[config.mk]
export PLATFORM = sky130hd
export DESIGN_NAME = i3c_target_top
export DESIGN_NICKNAME = d
export VERILOG_FILES = /design/src/verilog/i3c_bus_pkg.sv /design/src/verilog/i3c_target_pkg.sv /design/src/verilog/bus_monitor.sv /design/src/verilog/bus_rx_flow.sv /design/src/verilog/i3c_target_top.sv /design/src/verilog/target_fsm.sv /design/src/verilog/target_regs.sv
export VERILOG_INCLUDE_DIRS = /design/src /design/src/verilog
export SDC_FILE = /design/constraint.sdc
export NUM_CORES = 1
export LEC_CHECK = 0
export ABC_AREA = 0
export ABC_CLOCK_PERIOD_IN_PS = 2370
export BUFFER_PORTS_ARGS = -buffer_cell sky130_fd_sc_hd__buf_2
export CAP_MARGIN = 20
export CORE_MARGIN = 2
export CORE_UTILIZATION = 35
export DETAILED_ROUTE_END_ITERATION = 6
export PLACE_DENSITY = 0.6
export RECOVER_POWER = 100
export SYNTH_ARGS = -nofsm -noshare
export SYNTH_HDL_FRONTEND = slang
export SYNTH_SLANG_ARGS = --single-unit
export TNS_END_PERCENT = 100
[constraint.sdc]
create_clock -name clk_i -period 2.37 [get_ports clk_i]
set_clock_uncertainty 0.15 [all_clocks]
set_input_delay 0.3555 -clock clk_i [delete_from_list [all_inputs] [get_ports clk_i]]
set_output_delay 0.3555 -clock clk_i [all_outputs]
set_load 0.1 [all_outputs]
[src/verilog/i3c_target_config.svh]
// Widths assume 7-bit addressing and SDR write frames of one byte plus a T bit
`ifndef I3C_TARGET_CONFIG_SVH
`define I3C_TARGET_CONFIG_SVH

// Bus framing
`define I3C_BYTE_W      8
`define I3C_FRAME_W     9
`define I3C_ADDR_W      7

// Input synchronizer depth, must be at least 2
`define I3C_SYNC_STAGES 2

// Register block
`define I3C_PERR_CNT_W  4
`define I3C_REG_ADDR_W  2

`endif

[src/verilog/i3c_bus_pkg.sv]
// Bus-side types; the header layout is the I3C address byte with RnW in bit 0
`include "i3c_target_config.svh"

package i3c_bus_pkg;

  typedef logic [`I3C_BYTE_W-1:0] i3c_byte_t;
  typedef logic [`I3C_ADDR_W-1:0] i3c_addr_t;

  // Address byte seen raw or split into address and RnW
  typedef union packed {
    i3c_byte_t raw;
    struct packed {
      i3c_addr_t addr;
      logic      rnw;
    } hdr;
  } i3c_header_u;

endpackage

[src/verilog/i3c_target_pkg.sv]
// Target-side types; the register map holds four byte-wide registers only
`include "i3c_target_config.svh"

package i3c_target_pkg;

  typedef enum logic [2:0] {
    IDLE,
    HEADER,
    HEADER_ACK,
    DATA,
    WAIT_STOP
  } target_state_e;

  // CTRL[0] enable
  // STA_ADDR/DYN_ADDR: [7] valid, [6:0] address
  // STATUS: [3:0] parity errors, [4] overflow, cleared on write
  typedef enum logic [`I3C_REG_ADDR_W-1:0] {
    CTRL     = 2'd0,
    STA_ADDR = 2'd1,
    DYN_ADDR = 2'd2,
    STATUS   = 2'd3
  } target_reg_e;

endpackage

[src/verilog/bus_monitor.sv]
// Conditions appear 2 to 3 clocks after the pins change; pins must be stable a few clocks
`timescale 1ns/1ps
`include "i3c_target_config.svh"

module bus_monitor (
  input  logic clk_i,
  input  logic rst_ni,
  input  logic enable_i,
  input  logic scl_i,
  input  logic sda_i,
  output logic scl_o,
  output logic sda_o,
  output logic scl_rise_o,
  output logic scl_fall_o,
  output logic start_det_o,
  output logic rstart_det_o,
  output logic stop_det_o
);

  logic [`I3C_SYNC_STAGES-1:0] scl_sync_q;
  logic [`I3C_SYNC_STAGES-1:0] sda_sync_q;
  logic                        scl_prev_q;
  logic                        sda_prev_q;
  logic                        bus_busy_q;
  logic                        scl_high;
  logic                        sda_rise;
  logic                        sda_fall;

  // Idle bus is high, so the chain comes out of reset at 1
  always_ff @(posedge clk_i or negedge rst_ni) begin
    if (!rst_ni) begin
      scl_sync_q <= '1;
      sda_sync_q <= '1;
      scl_prev_q <= 1'b1;
      sda_prev_q <= 1'b1;
    end else begin
      scl_sync_q <= {scl_sync_q[`I3C_SYNC_STAGES-2:0], scl_i};
      sda_sync_q <= {sda_sync_q[`I3C_SYNC_STAGES-2:0], sda_i};
      scl_prev_q <= scl_o;
      sda_prev_q <= sda_o;
    end
  end

  assign scl_o = scl_sync_q[`I3C_SYNC_STAGES-1];
  assign sda_o = sda_sync_q[`I3C_SYNC_STAGES-1];

  assign scl_rise_o = scl_o & ~scl_prev_q;
  assign scl_fall_o = ~scl_o & scl_prev_q;

  // SCL held high across both samples
  assign scl_high = scl_o & scl_prev_q;
  assign sda_rise = sda_o & ~sda_prev_q;
  assign sda_fall = ~sda_o & sda_prev_q;

  assign start_det_o  = enable_i & scl_high & sda_fall & ~bus_busy_q;
  assign rstart_det_o = enable_i & scl_high & sda_fall & bus_busy_q;
  assign stop_det_o   = enable_i & scl_high & sda_rise;

  // Busy from START until STOP
  always_ff @(posedge clk_i or negedge rst_ni) begin
    if (!rst_ni) begin
      bus_busy_q <= 1'b0;
    end else if (!enable_i || stop_det_o) begin
      bus_busy_q <= 1'b0;
    end else if (start_det_o) begin
      bus_busy_q <= 1'b1;
    end
  end

  a_start_stop_excl: assert property (@(posedge clk_i) disable iff (!rst_ni)
    !(start_det_o && stop_det_o));

endmodule

[src/verilog/bus_rx_flow.sv]
// Samples SDA on SCL rising edges only; a request restarts any transfer in flight
`timescale 1ns/1ps
`include "i3c_target_config.svh"

module bus_rx_flow (
  input  logic                    clk_i,
  input  logic                    rst_ni,
  input  logic                    scl_rise_i,
  input  logic                    sda_i,
  input  logic                    rx_req_byte_i,
  input  logic                    rx_req_frame_i,
  input  logic                    cancel_i,
  output logic                    rx_done_o,
  output logic [`I3C_FRAME_W-1:0] rx_data_o
);

  localparam int unsigned CntW = $clog2(`I3C_FRAME_W + 1);

  logic                    active_q;
  logic                    done_q;
  logic [CntW-1:0]         len_q;
  logic [CntW-1:0]         cnt_q;
  logic [CntW-1:0]         cnt_next;
  logic [`I3C_FRAME_W-1:0] shift_q;
  logic                    take_bit;
  logic                    req;

  assign req      = rx_req_byte_i | rx_req_frame_i;
  assign take_bit = active_q & scl_rise_i & ~cancel_i;
  assign cnt_next = cnt_q + 1'b1;

  always_ff @(posedge clk_i or negedge rst_ni) begin
    if (!rst_ni) begin
      active_q <= 1'b0;
      done_q   <= 1'b0;
      len_q    <= '0;
      cnt_q    <= '0;
    end else begin
      done_q <= 1'b0;
      if (cancel_i) begin
        active_q <= 1'b0;
      end else if (req) begin
        active_q <= 1'b1;
        cnt_q    <= '0;
        len_q    <= rx_req_frame_i ? CntW'(`I3C_FRAME_W) : CntW'(`I3C_BYTE_W);
      end else if (take_bit) begin
        cnt_q <= cnt_next;
        if (cnt_next == len_q) begin
          active_q <= 1'b0;
          done_q   <= 1'b1;
        end
      end
    end
  end

  // MSB first; a header lands in the low 8 bits
  always_ff @(posedge clk_i) begin
    if (req && !cancel_i) begin
      shift_q <= '0;
    end else if (take_bit) begin
      shift_q <= {shift_q[`I3C_FRAME_W-2:0], sda_i};
    end
  end

  assign rx_done_o = done_q;
  assign rx_data_o = shift_q;

endmodule

[src/verilog/i3c_target_top.sv]
// SDR private-write target; sda_i must be the wired-AND of host SDA and sda_o
`timescale 1ns/1ps
`include "i3c_target_config.svh"

module i3c_target_top (
  input  logic                        clk_i,
  input  logic                        rst_ni,
  input  logic                        scl_i,
  input  logic                        sda_i,
  input  logic                        cfg_we_i,
  input  i3c_target_pkg::target_reg_e cfg_addr_i,
  input  i3c_bus_pkg::i3c_byte_t      cfg_wdata_i,
  input  logic                        rx_queue_full_i,
  output logic                        sda_o,
  output i3c_bus_pkg::i3c_byte_t      cfg_rdata_o,
  output logic                        rx_queue_wvalid_o,
  output i3c_bus_pkg::i3c_byte_t      rx_queue_wdata_o,
  output logic                        bus_start_o,
  output logic                        bus_rstart_o,
  output logic                        bus_stop_o,
  output i3c_bus_pkg::i3c_header_u    bus_addr_o,
  output logic                        bus_addr_valid_o,
  output logic                        parity_err_o
);
  import i3c_bus_pkg::*;

  logic                    enable;
  logic                    sda_sync;
  logic                    scl_rise;
  logic                    scl_fall;
  logic                    start_det;
  logic                    rstart_det;
  logic                    stop_det;
  logic                    rx_req_byte;
  logic                    rx_req_frame;
  logic                    rx_cancel;
  logic                    rx_done;
  logic [`I3C_FRAME_W-1:0] rx_data;
  i3c_addr_t               sta_addr;
  i3c_addr_t               dyn_addr;
  logic                    sta_addr_valid;
  logic                    dyn_addr_valid;
  logic                    parity_err;
  logic                    overflow;

  // Any bus condition aborts the frame being shifted in
  assign rx_cancel = start_det | rstart_det | stop_det;

  bus_monitor i_bus_monitor (
    .clk_i,
    .rst_ni,
    .enable_i    (enable),
    .scl_i,
    .sda_i,
    .scl_o       (),
    .sda_o       (sda_sync),
    .scl_rise_o  (scl_rise),
    .scl_fall_o  (scl_fall),
    .start_det_o (start_det),
    .rstart_det_o(rstart_det),
    .stop_det_o  (stop_det)
  );

  bus_rx_flow i_bus_rx_flow (
    .clk_i,
    .rst_ni,
    .scl_rise_i    (scl_rise),
    .sda_i         (sda_sync),
    .rx_req_byte_i (rx_req_byte),
    .rx_req_frame_i(rx_req_frame),
    .cancel_i      (rx_cancel),
    .rx_done_o     (rx_done),
    .rx_data_o     (rx_data)
  );

  target_fsm i_target_fsm (
    .clk_i,
    .rst_ni,
    .enable_i         (enable),
    .start_det_i      (start_det),
    .rstart_det_i     (rstart_det),
    .stop_det_i       (stop_det),
    .scl_fall_i       (scl_fall),
    .rx_done_i        (rx_done),
    .rx_data_i        (rx_data),
    .sta_addr_i       (sta_addr),
    .dyn_addr_i       (dyn_addr),
    .sta_addr_valid_i (sta_addr_valid),
    .dyn_addr_valid_i (dyn_addr_valid),
    .rx_queue_full_i,
    .rx_req_byte_o    (rx_req_byte),
    .rx_req_frame_o   (rx_req_frame),
    .sda_o,
    .rx_queue_wvalid_o,
    .rx_queue_wdata_o,
    .bus_addr_o,
    .bus_addr_valid_o,
    .parity_err_o     (parity_err),
    .overflow_o       (overflow)
  );

  target_regs i_target_regs (
    .clk_i,
    .rst_ni,
    .cfg_we_i,
    .cfg_addr_i,
    .cfg_wdata_i,
    .parity_err_i    (parity_err),
    .overflow_i      (overflow),
    .cfg_rdata_o,
    .enable_o        (enable),
    .sta_addr_valid_o(sta_addr_valid),
    .dyn_addr_valid_o(dyn_addr_valid),
    .sta_addr_o      (sta_addr),
    .dyn_addr_o      (dyn_addr)
  );

  assign bus_start_o  = start_det;
  assign bus_rstart_o = rstart_det;
  assign bus_stop_o   = stop_det;
  assign parity_err_o = parity_err;

endmodule

[src/verilog/target_fsm.sv]
// Private writes only; read headers and other addresses are left unacknowledged
`timescale 1ns/1ps
`include "i3c_target_config.svh"

module target_fsm (
  input  logic                        clk_i,
  input  logic                        rst_ni,
  input  logic                        enable_i,
  input  logic                        start_det_i,
  input  logic                        rstart_det_i,
  input  logic                        stop_det_i,
  input  logic                        scl_fall_i,
  input  logic                        rx_done_i,
  input  logic [`I3C_FRAME_W-1:0]     rx_data_i,
  input  i3c_bus_pkg::i3c_addr_t      sta_addr_i,
  input  i3c_bus_pkg::i3c_addr_t      dyn_addr_i,
  input  logic                        sta_addr_valid_i,
  input  logic                        dyn_addr_valid_i,
  input  logic                        rx_queue_full_i,
  output logic                        rx_req_byte_o,
  output logic                        rx_req_frame_o,
  output logic                        sda_o,
  output logic                        rx_queue_wvalid_o,
  output i3c_bus_pkg::i3c_byte_t      rx_queue_wdata_o,
  output i3c_bus_pkg::i3c_header_u    bus_addr_o,
  output logic                        bus_addr_valid_o,
  output logic                        parity_err_o,
  output logic                        overflow_o
);
  import i3c_bus_pkg::*;
  import i3c_target_pkg::*;

  target_state_e state_q;
  i3c_header_u   hdr_in;
  i3c_header_u   bus_addr_q;
  i3c_byte_t     frame_byte;
  i3c_byte_t     wdata_q;
  logic          frame_tbit;
  logic          parity_ok;
  logic          addr_match;
  logic          hdr_done;
  logic          frame_done;
  logic          sda_q;
  logic          rx_req_byte_q;
  logic          rx_req_frame_q;
  logic          parity_err_q;
  logic          byte_ready_q;

  assign hdr_in.raw = rx_data_i[`I3C_BYTE_W-1:0];
  assign frame_byte = rx_data_i[`I3C_FRAME_W-1:1];
  assign frame_tbit = rx_data_i[0];

  // T bit makes the frame odd parity
  assign parity_ok = (frame_tbit == ~^frame_byte);

  assign addr_match = (sta_addr_valid_i && (hdr_in.hdr.addr == sta_addr_i)) ||
                      (dyn_addr_valid_i && (hdr_in.hdr.addr == dyn_addr_i));

  assign hdr_done   = (state_q == HEADER) && rx_done_i;
  assign frame_done = (state_q == DATA) && rx_done_i;

  always_ff @(posedge clk_i or negedge rst_ni) begin
    if (!rst_ni) begin
      state_q        <= IDLE;
      sda_q          <= 1'b1;
      rx_req_byte_q  <= 1'b0;
      rx_req_frame_q <= 1'b0;
      parity_err_q   <= 1'b0;
      byte_ready_q   <= 1'b0;
    end else begin
      rx_req_byte_q  <= 1'b0;
      rx_req_frame_q <= 1'b0;
      parity_err_q   <= 1'b0;
      byte_ready_q   <= 1'b0;
      if (!enable_i) begin
        state_q <= IDLE;
        sda_q   <= 1'b1;
      end else if (start_det_i || rstart_det_i) begin
        state_q       <= HEADER;
        sda_q         <= 1'b1;
        rx_req_byte_q <= 1'b1;
      end else if (stop_det_i) begin
        state_q <= IDLE;
        sda_q   <= 1'b1;
      end else begin
        unique case (state_q)
          HEADER: begin
            if (rx_done_i) begin
              if (addr_match && !hdr_in.hdr.rnw) begin
                state_q <= HEADER_ACK;
              end else begin
                state_q <= WAIT_STOP;
              end
            end
          end
          // First fall pulls SDA for the ACK bit, second fall ends it
          HEADER_ACK: begin
            if (scl_fall_i) begin
              if (sda_q) begin
                sda_q <= 1'b0;
              end else begin
                sda_q          <= 1'b1;
                state_q        <= DATA;
                rx_req_frame_q <= 1'b1;
              end
            end
          end
          DATA: begin
            if (rx_done_i) begin
              rx_req_frame_q <= 1'b1;
              if (parity_ok) begin
                byte_ready_q <= 1'b1;
              end else begin
                parity_err_q <= 1'b1;
              end
            end
          end
          default: ;
        endcase
      end
    end
  end

  always_ff @(posedge clk_i) begin
    if (hdr_done) begin
      bus_addr_q <= hdr_in;
    end
    if (frame_done) begin
      wdata_q <= frame_byte;
    end
  end

  assign rx_req_byte_o  = rx_req_byte_q;
  assign rx_req_frame_o = rx_req_frame_q;
  assign sda_o          = sda_q;

  // Header is visible in the cycle of its rx_done and held after
  assign bus_addr_valid_o = hdr_done;
  assign bus_addr_o       = hdr_done ? hdr_in : bus_addr_q;

  // Queue full is looked at in the strobe cycle itself
  assign rx_queue_wvalid_o = byte_ready_q & ~rx_queue_full_i;
  assign overflow_o        = byte_ready_q & rx_queue_full_i;
  assign rx_queue_wdata_o  = wdata_q;
  assign parity_err_o      = parity_err_q;

  a_ack_only: assert property (@(posedge clk_i) disable iff (!rst_ni)
    !sda_o |-> state_q == HEADER_ACK);

  // A strobe needs room and a good frame the cycle before
  a_no_write_when_full: assert property (@(posedge clk_i) disable iff (!rst_ni)
    rx_queue_wvalid_o |-> !rx_queue_full_i && $past(frame_done && parity_ok));

endmodule

[src/verilog/target_regs.sv]
// Writes land on the clock edge with cfg_we_i; reads are combinational with no side effect
`timescale 1ns/1ps
`include "i3c_target_config.svh"

module target_regs (
  input  logic                        clk_i,
  input  logic                        rst_ni,
  input  logic                        cfg_we_i,
  input  i3c_target_pkg::target_reg_e cfg_addr_i,
  input  i3c_bus_pkg::i3c_byte_t      cfg_wdata_i,
  input  logic                        parity_err_i,
  input  logic                        overflow_i,
  output i3c_bus_pkg::i3c_byte_t      cfg_rdata_o,
  output logic                        enable_o,
  output logic                        sta_addr_valid_o,
  output logic                        dyn_addr_valid_o,
  output i3c_bus_pkg::i3c_addr_t      sta_addr_o,
  output i3c_bus_pkg::i3c_addr_t      dyn_addr_o
);
  import i3c_bus_pkg::*;
  import i3c_target_pkg::*;

  logic                       enable_q;
  logic                       sta_valid_q;
  logic                       dyn_valid_q;
  i3c_addr_t                  sta_addr_q;
  i3c_addr_t                  dyn_addr_q;
  logic [`I3C_PERR_CNT_W-1:0] perr_cnt_q;
  logic                       ovf_q;
  logic                       status_wr;

  assign status_wr = cfg_we_i && (cfg_addr_i == STATUS);

  always_ff @(posedge clk_i or negedge rst_ni) begin
    if (!rst_ni) begin
      enable_q    <= 1'b0;
      sta_valid_q <= 1'b0;
      dyn_valid_q <= 1'b0;
      sta_addr_q  <= '0;
      dyn_addr_q  <= '0;
    end else if (cfg_we_i) begin
      unique case (cfg_addr_i)
        CTRL: enable_q <= cfg_wdata_i[0];
        STA_ADDR: begin
          sta_valid_q <= cfg_wdata_i[`I3C_ADDR_W];
          sta_addr_q  <= cfg_wdata_i[`I3C_ADDR_W-1:0];
        end
        DYN_ADDR: begin
          dyn_valid_q <= cfg_wdata_i[`I3C_ADDR_W];
          dyn_addr_q  <= cfg_wdata_i[`I3C_ADDR_W-1:0];
        end
        default: ;
      endcase
    end
  end

  // Error counter saturates, overflow is sticky until STATUS is written
  always_ff @(posedge clk_i or negedge rst_ni) begin
    if (!rst_ni) begin
      perr_cnt_q <= '0;
      ovf_q      <= 1'b0;
    end else if (status_wr) begin
      perr_cnt_q <= '0;
      ovf_q      <= 1'b0;
    end else begin
      if (parity_err_i && (perr_cnt_q != '1)) begin
        perr_cnt_q <= perr_cnt_q + 1'b1;
      end
      if (overflow_i) begin
        ovf_q <= 1'b1;
      end
    end
  end

  always_comb begin
    cfg_rdata_o = '0;
    unique case (cfg_addr_i)
      CTRL:     cfg_rdata_o[0] = enable_q;
      STA_ADDR: cfg_rdata_o = {sta_valid_q, sta_addr_q};
      DYN_ADDR: cfg_rdata_o = {dyn_valid_q, dyn_addr_q};
      STATUS:   cfg_rdata_o[`I3C_PERR_CNT_W:0] = {ovf_q, perr_cnt_q};
      default: ;
    endcase
  end

  assign enable_o         = enable_q;
  assign sta_addr_valid_o = sta_valid_q;
  assign dyn_addr_valid_o = dyn_valid_q;
  assign sta_addr_o       = sta_addr_q;
  assign dyn_addr_o       = dyn_addr_q;

  a_perr_no_wrap: assert property (@(posedge clk_i) disable iff (!rst_ni)
    (perr_cnt_q == '1 && !status_wr) |=> perr_cnt_q == '1);

endmodule
==> results.sh, run 1 <==
export IMPL_status="finished, final reports clean"
export IMPL_netlist_area_um2=3127
export IMPL_slew_headroom_pct=63.50
export IMPL_cp_data_required_time_ns=1.86
export IMPL_via_per_inst=4.956
export IMPL_cts_sinks=70
export IMPL_antenna_cells=0
export IMPL_io_pins=47
export IMPL_route_met2_wl_um=3049
export IMPL_synthCells=278
export IMPL_yosys_area_top_type="dfrtp_1"
export IMPL_crit_chain="nand3_2 > or3b_4 > inv_2 > and2_4 > buf_12"
export IMPL_yosysWarnings=0
export IMPL_power_density_nw_per_um2=765.4
export IMPL_cts_tree="yes"
export IMPL_routed_wl_met3_um=348
export IMPL_antenna_found_initial=0
export IMPL_finalHoldViolCount=0
export IMPL_gp_congestion=0.8195
export IMPL_final_antenna_net_count=0
export IMPL_reg2reg_slack_ns=0.37
export IMPL_worstMarginPinSlew_ns=0.5475
export IMPL_ir_drop_mv=0.3532
export IMPL_slowest_stage="dfstp_2"
export IMPL_synth_seq_cells=70
export IMPL_p_leak_uw=0.001768
export IMPL_crit_buf_inv=2
export IMPL_insertion_delay_ns=0.35
export IMPL_fin_crit_sh_pct=98.87
export IMPL_core_um2=8678
export IMPL_grtUsageTotal_pct=14.50
export IMPL_synth_cell_type_count=45
export IMPL_routed_wl_um=6701
export IMPL_numCtsBuffers=9
export IMPL_wl_met1_um=3232
export IMPL_min_period_ns=2.343
export IMPL_htreeDepth=3
export IMPL_grt_setup_unrepaired="true"
export IMPL_syn2layout_area_growth_pct=31.37
export IMPL_drive_above_1_share_pct=35.96
export IMPL_fin_nets=360
export IMPL_postLayoutCellArea_um2=4108
export IMPL_clock_root_buffer="clkbuf_8"
export IMPL_grt_pass1_wl_um=11090
export IMPL_dieWidth_um=98.52
export IMPL_highest_layer="met4"
export IMPL_grt_remaining_overflow=0
export IMPL_die_area_um2=9705
export IMPL_ys_flop_type="dfrtp_1"
export IMPL_tns_ns=0
export IMPL_reg2reg_to="i_bus_rx_flow.active_q"
export IMPL_reg2reg_depth=5
export IMPL_synth_top_area_share_pct=30.41
export IMPL_synth_most_common_cell="dfrtp_1"
export IMPL_setup_viol=0
export IMPL_syn_area_per_cell_um2=11.25
export IMPL_clkTransAtPathRegs_ns=0.08
export IMPL_crit_fanout=5
export IMPL_firstDrtPassIters=4
export IMPL_grt_pass1_vias=2216
export IMPL_min_from="cfg_wdata_i[7]"
export IMPL_path_delay_family="simple AND/OR/NAND/NOR gates"
export IMPL_dp_final_hpwl_um=4879
export IMPL_arrival_ns=1.84
export IMPL_synthArstFlopShare_pct=64.29
export IMPL_yosys_top_cells_count="dfrtp_1 (38), nand2_1 (31), mux2_2 (20), nor2_1 (20), xnor2_1 (19)"
export IMPL_start_util_pct=36.03
export IMPL_crit_path_start_kind="register"
export IMPL_post_drt_wl_per_cell_um=14.89
export IMPL_ys_seq_area_share_pct=54.86
export IMPL_holdWs_ns=0.09998
export IMPL_finalMaxSlewViolations=0
export IMPL_syn_nets=301
export IMPL_max_stage_delay_ns=0.57
export IMPL_p_total_uw=3144
export IMPL_drc_errors=0
export IMPL_min_to="i_target_regs.dyn_addr_valid_o"
export IMPL_grt_max_degree=25
export IMPL_whs_path_depth=2
export IMPL_hold_class="primary input to register"
export IMPL_drt_iter0_markers=112
export IMPL_crit_type="register to output port"
export IMPL_ys_top_cells_by_area="dfrtp_1 (30%), dfxtp_1 (11%), edfxtp_1 (7.7%)"
export IMPL_num_vias=2230
export IMPL_die_h_um=98.52
export IMPL_io_buffers=46
export IMPL_regToRegStartpoint="i_bus_rx_flow.cnt_q[0]"
export IMPL_synth_edf_count=8
export IMPL_max_cap_violations=0
export IMPL_std_cell_rows=34
export IMPL_place_area_um2=3831
export IMPL_fmax_mhz=426.8
export IMPL_clockBufferDepth=2
export IMPL_worstSetupEndpointType="output port"
-- how the worst max path moves through the flow --
stage	cells past startpoint	slack (ns)	endpoint	startpoint
4_1_cts	5	0.005	bus_rstart_o	i_bus_monitor.scl_sync_q[1]
3_5_place_dp	6	0.15	cfg_rdata_o[0]	cfg_addr_i[0]
5_1_grt	5	-0.05	bus_rstart_o	i_bus_monitor.scl_sync_q[1]
3_3_place_gp	6	0.22	cfg_rdata_o[0]	cfg_addr_i[0]
6_report	5	0.03	bus_rstart_o	i_bus_monitor.scl_sync_q[1]
2_1_floorplan	3	-0.38	bus_addr_o[0]	i_target_fsm.state_q[0]
-- where the power goes --
group	switching (µW)	total (µW)	internal, µW
sequential	175	1520	1340
combinational	356	677	321
clock	438	949	510
total	969	3140	2170
-- sequential cells by signal, indices dropped and copies added (netlist names), 2 cells and up --
name	flops
i_bus_rx_flow.cnt_q	4
i_bus_rx_flow.len_q	2
i_target_fsm.rx_queue_wdata_o	8
i_target_regs.dyn_addr_o	7
i_bus_monitor.sda_sync_q	2
i_target_fsm.bus_addr_q	8
i_bus_monitor.scl_sync_q	2
i_target_regs.sta_addr_o	7
i_target_regs.perr_cnt_q	4
i_target_fsm.state_q	3
i_bus_rx_flow.rx_data_o	9
-- worst register-to-register path, stage by stage, from the launching register on --
cell and delay (ns):
dfrtp_1 0.45, ha_1 0.27, xor2_1 0.16, or4_1 0.50
nand2b_1 0.16, a31o_1 0.20
-- layout by cell type (no fill, tap or decap), types with 15 or more instances in the layout --
master   synthesis  final
dfrtp_1         38     37
dfxtp_1         17     17
buf_2            3     27
nor2_1          20     15
xnor2_1         19     19
a21oi_1         16     16
buf_12           0     17
mux2_2          20     20
nand2_1         31     30
-- kinds of logic after synthesis --
family | share of synthesized area, %
AND/OR/NAND/NOR | 12.77
flip-flops | 54.86
AO/OA/AOI/OAI | 8.764
XOR/XNOR | 8.403
multiplexers | 10.00
buffers and inverters | 2.401
adder cells (fa/ha/maj) | 2.801
-- stage by stage --
stage | instances | utilization [%] | setup slack [ns]
after floorplan | 278 | - | -0.3824
after global placement | 427 | 44.15 | 0.2243
after detailed placement | 427 | 44.15 | 0.1546
after CTS | 446 | 46.73 | 0.005038
after global routing | 450 | 47.33 | -0.04895
final | 450 | 47.33 | 0.02682
-- metal layers --
| metal | vias to the layer above | global-route usage [%] |
|---|---|---|
| li1 | 1083 | - |
| met1 | 1083 | 19.83 |
| met2 | 57 | 21.72 |
| met3 | 7 | 4.894 |
| met4 | 0 | 4.847 |
| met5 | - | 0 |
-- what timing repair did --
| item | in CTS | in global routing |
|---|---|---|
| endpoints found under the setup margin | 7 | 9 |
| resized for setup | 1 | 9 |
| hold endpoints to repair | 16 | 0 |
| setup buffers | 0 | 4 |
| pin swaps | 1 | 3 |
| hold buffers | 3 | 0 |
-- area by class of cell --
type | instances | area, µm²
clock buffers | 12 | 145.1
inverters | 5 | 18.77
repair buffers | 62 | 625.6
multi-input cells | 189 | 1420
flip-flops and latches | 70 | 1717
clock inverters | 4 | 46.29
well taps | 108 | 135.1
fillers | 822 | 4571
(Power assumes the default switching activity.)
==> run 2: changes to the inputs <==
--- a/config.mk
+++ b/config.mk
@@ -8,7 +8,7 @@
 export LEC_CHECK = 0
 export ABC_AREA = 0
 export ABC_CLOCK_PERIOD_IN_PS = 2370
-export BUFFER_PORTS_ARGS = -buffer_cell sky130_fd_sc_hd__buf_2
+export BUFFER_PORTS_ARGS = -buffer_cell sky130_fd_sc_hd__clkbuf_2
 export CAP_MARGIN = 20
 export CORE_MARGIN = 2
 export CORE_UTILIZATION = 35
==> run 2 against run 1 <==
  * Global-route usage up 0.13 points
  * Setup slack worse by 0.0015 ns
  * First-iteration DRC count down 15%
  * Highest routed layer unchanged
  * Critical path type unchanged
  * Critical path depth unchanged
  * Clock power up 12%
  * Sequential share of layout area down 0.45 points
  * Cell area up 1.0%
==> results.sh, run 2 (same netlist as run 1, synthesis figures left out) <==
export IMPL_status="finished, final reports clean"
export IMPL_crit_fanout=3
export IMPL_p_leak_uw=0.001778
export IMPL_antenna_found_initial=0
export IMPL_crit_type="register to output port"
export IMPL_holdWs_ns=0.1026
export IMPL_clock_root_buffer="clkbuf_8"
export IMPL_finalHoldViolCount=0
export IMPL_arrival_ns=1.84
export IMPL_drive_above_1_share_pct=36.15
export IMPL_regToRegStartpoint="i_bus_rx_flow.cnt_q[0]"
export IMPL_power_density_nw_per_um2=788.7
export IMPL_whs_path_depth=2
export IMPL_htreeDepth=3
export IMPL_crit_path_start_kind="register"
export IMPL_tns_ns=0
export IMPL_min_from="cfg_wdata_i[1]"
export IMPL_final_common_cell="dfrtp_1"
export IMPL_grt_pass1_wl_um=11190
export IMPL_die_area_um2=9705
export IMPL_routed_wl_um=6722
export IMPL_grt_remaining_overflow=0
export IMPL_grtUsageTotal_pct=14.63
export IMPL_worst_slack_ns=0.02534
export IMPL_die_h_um=98.52
export IMPL_io_buffers=46
export IMPL_cts_sinks=70
export IMPL_clockBufferDepth=2
export IMPL_slew_headroom_pct=10.65
export IMPL_reg2reg_slack_ns=0.34
export IMPL_cts_tree="yes"
export IMPL_grt_max_degree=26
export IMPL_core_um2=8678
export IMPL_dp_final_hpwl_um=4921
export IMPL_fin_nets=361
export IMPL_fin_crit_sh_pct=98.93
export IMPL_worstMarginPinSlew_ns=1.340
export IMPL_insertion_delay_ns=0.35
export IMPL_worstSetupEndpointType="output port"
export IMPL_post_drt_wl_per_cell_um=14.90
export IMPL_dieWidth_um=98.52
export IMPL_clkTransAtPathRegs_ns=0.08
export IMPL_reg2reg_depth=5
export IMPL_antenna_cells=0
export IMPL_min_period_ns=2.345
export IMPL_pre_cts_ws_ns=0.2443
export IMPL_hold_class="primary input to register"
export IMPL_drt_iter0_markers=95
export IMPL_finalNonFillerCells=451
export IMPL_numCtsBuffers=9
export IMPL_most_common_layout_cells="dfrtp_1 (38), nand2_1 (30), clkbuf_2 (25)"
export IMPL_final_antenna_net_count=0
export IMPL_largest_reg_flops=9
export IMPL_reg2reg_to="i_bus_rx_flow.active_q"
export IMPL_finalMaxSlewViolations=0
export IMPL_grt_setup_unrepaired="true"
export IMPL_ir_drop_mv=0.3104
export IMPL_max_cap_violations=0
export IMPL_cp_data_required_time_ns=1.86
export IMPL_syn2layout_area_growth_pct=32.69
export IMPL_gp_congestion=0.7648
export IMPL_via_per_inst=5.013
export IMPL_io_pins=47
export IMPL_min_to="i_target_regs.sta_addr_o[1]"
export IMPL_place_inst=426
export IMPL_num_vias=2261
export IMPL_std_cell_rows=34
export IMPL_firstDrtPassIters=5
export IMPL_p_total_uw=3272
export IMPL_start_util_pct=36.03
export IMPL_grt_pass1_vias=2212
export IMPL_setup_viol=0
export IMPL_fmax_mhz=426.5
export IMPL_drc_errors=0
==> run 2: changes by cell type in the layout (fill, tap and decap cells not counted), sizes merged <==
cell,before,now
clkinv,2,0
buf,57,33
clkinvlp,1,2
clkbuf,14,38
inv,5,7
==> run 2: critical path: stages (launching register included) <==
cell     delay, ns
dfstp_2       0.57
nand3_4       0.10
or3b_4        0.42
inv_2         0.08
and2_4        0.15
buf_12        0.16
==> run 2: repair_timing <==
item	in CTS	in global routing
endpoints found under the setup margin	10	3
pin swaps	2	2
resized for setup	5	0
buffers inserted	3	3
hold buffers	3	0
hold endpoints to repair	19	0
==> run 2: worst max-delay path by stage <==
stage,to,start,cells past startpoint,slack [ns]
finish,bus_rstart_o,i_bus_monitor.scl_prev_q,5,0.03
global route,bus_rstart_o,i_bus_monitor.scl_prev_q,5,-0.04
CTS,bus_rstart_o,i_bus_monitor.scl_sync_q[1],5,-0.009
detailed placement,bus_rstart_o,i_bus_monitor.scl_sync_q[1],5,0.24
global placement,bus_rstart_o,i_bus_monitor.scl_sync_q[1],5,0.28
floorplan,bus_addr_o[0],i_target_fsm.state_q[0],3,-0.38
==> run 2: power by group <==
| part | switching [µW] | internal [µW] |
|---|---|---|
| Sequential | 184 | 1340 |
| Combinational | 361 | 322 |
| Clock | 477 | 586 |
| Total | 1020 | 2250 |
==> run 2: layout make-up <==
type                            count  area (µm²)
Fill cell                         812        4529
Sequential cell                    70        1715
Multi-Input combinational cell    189        1428
Timing Repair Buffer               63       626.9
Clock buffer                       11       162.7
Tap cell                          108       135.1
Clock inverter                      5       62.56
Inverter                            5       18.77
==> run 2: layer usage <==
layer  vias to the layer above  GRT usage [%]  part of all wire, %
li1                       1082              -                    -
met1                      1115          20.20                   47
met2                        55          21.51                   46
met3                         9          4.043                  4.8
met4                         0          6.639                  1.7
met5                         -              0                    0
==> run 2: stage by stage <==
step,util (%),cell area (µm²)
global placement,44.15,3831
detailed placement,44.15,3831
finish,47.81,4149
floorplan,-,3202
CTS,47.58,4129
global route,47.81,4149
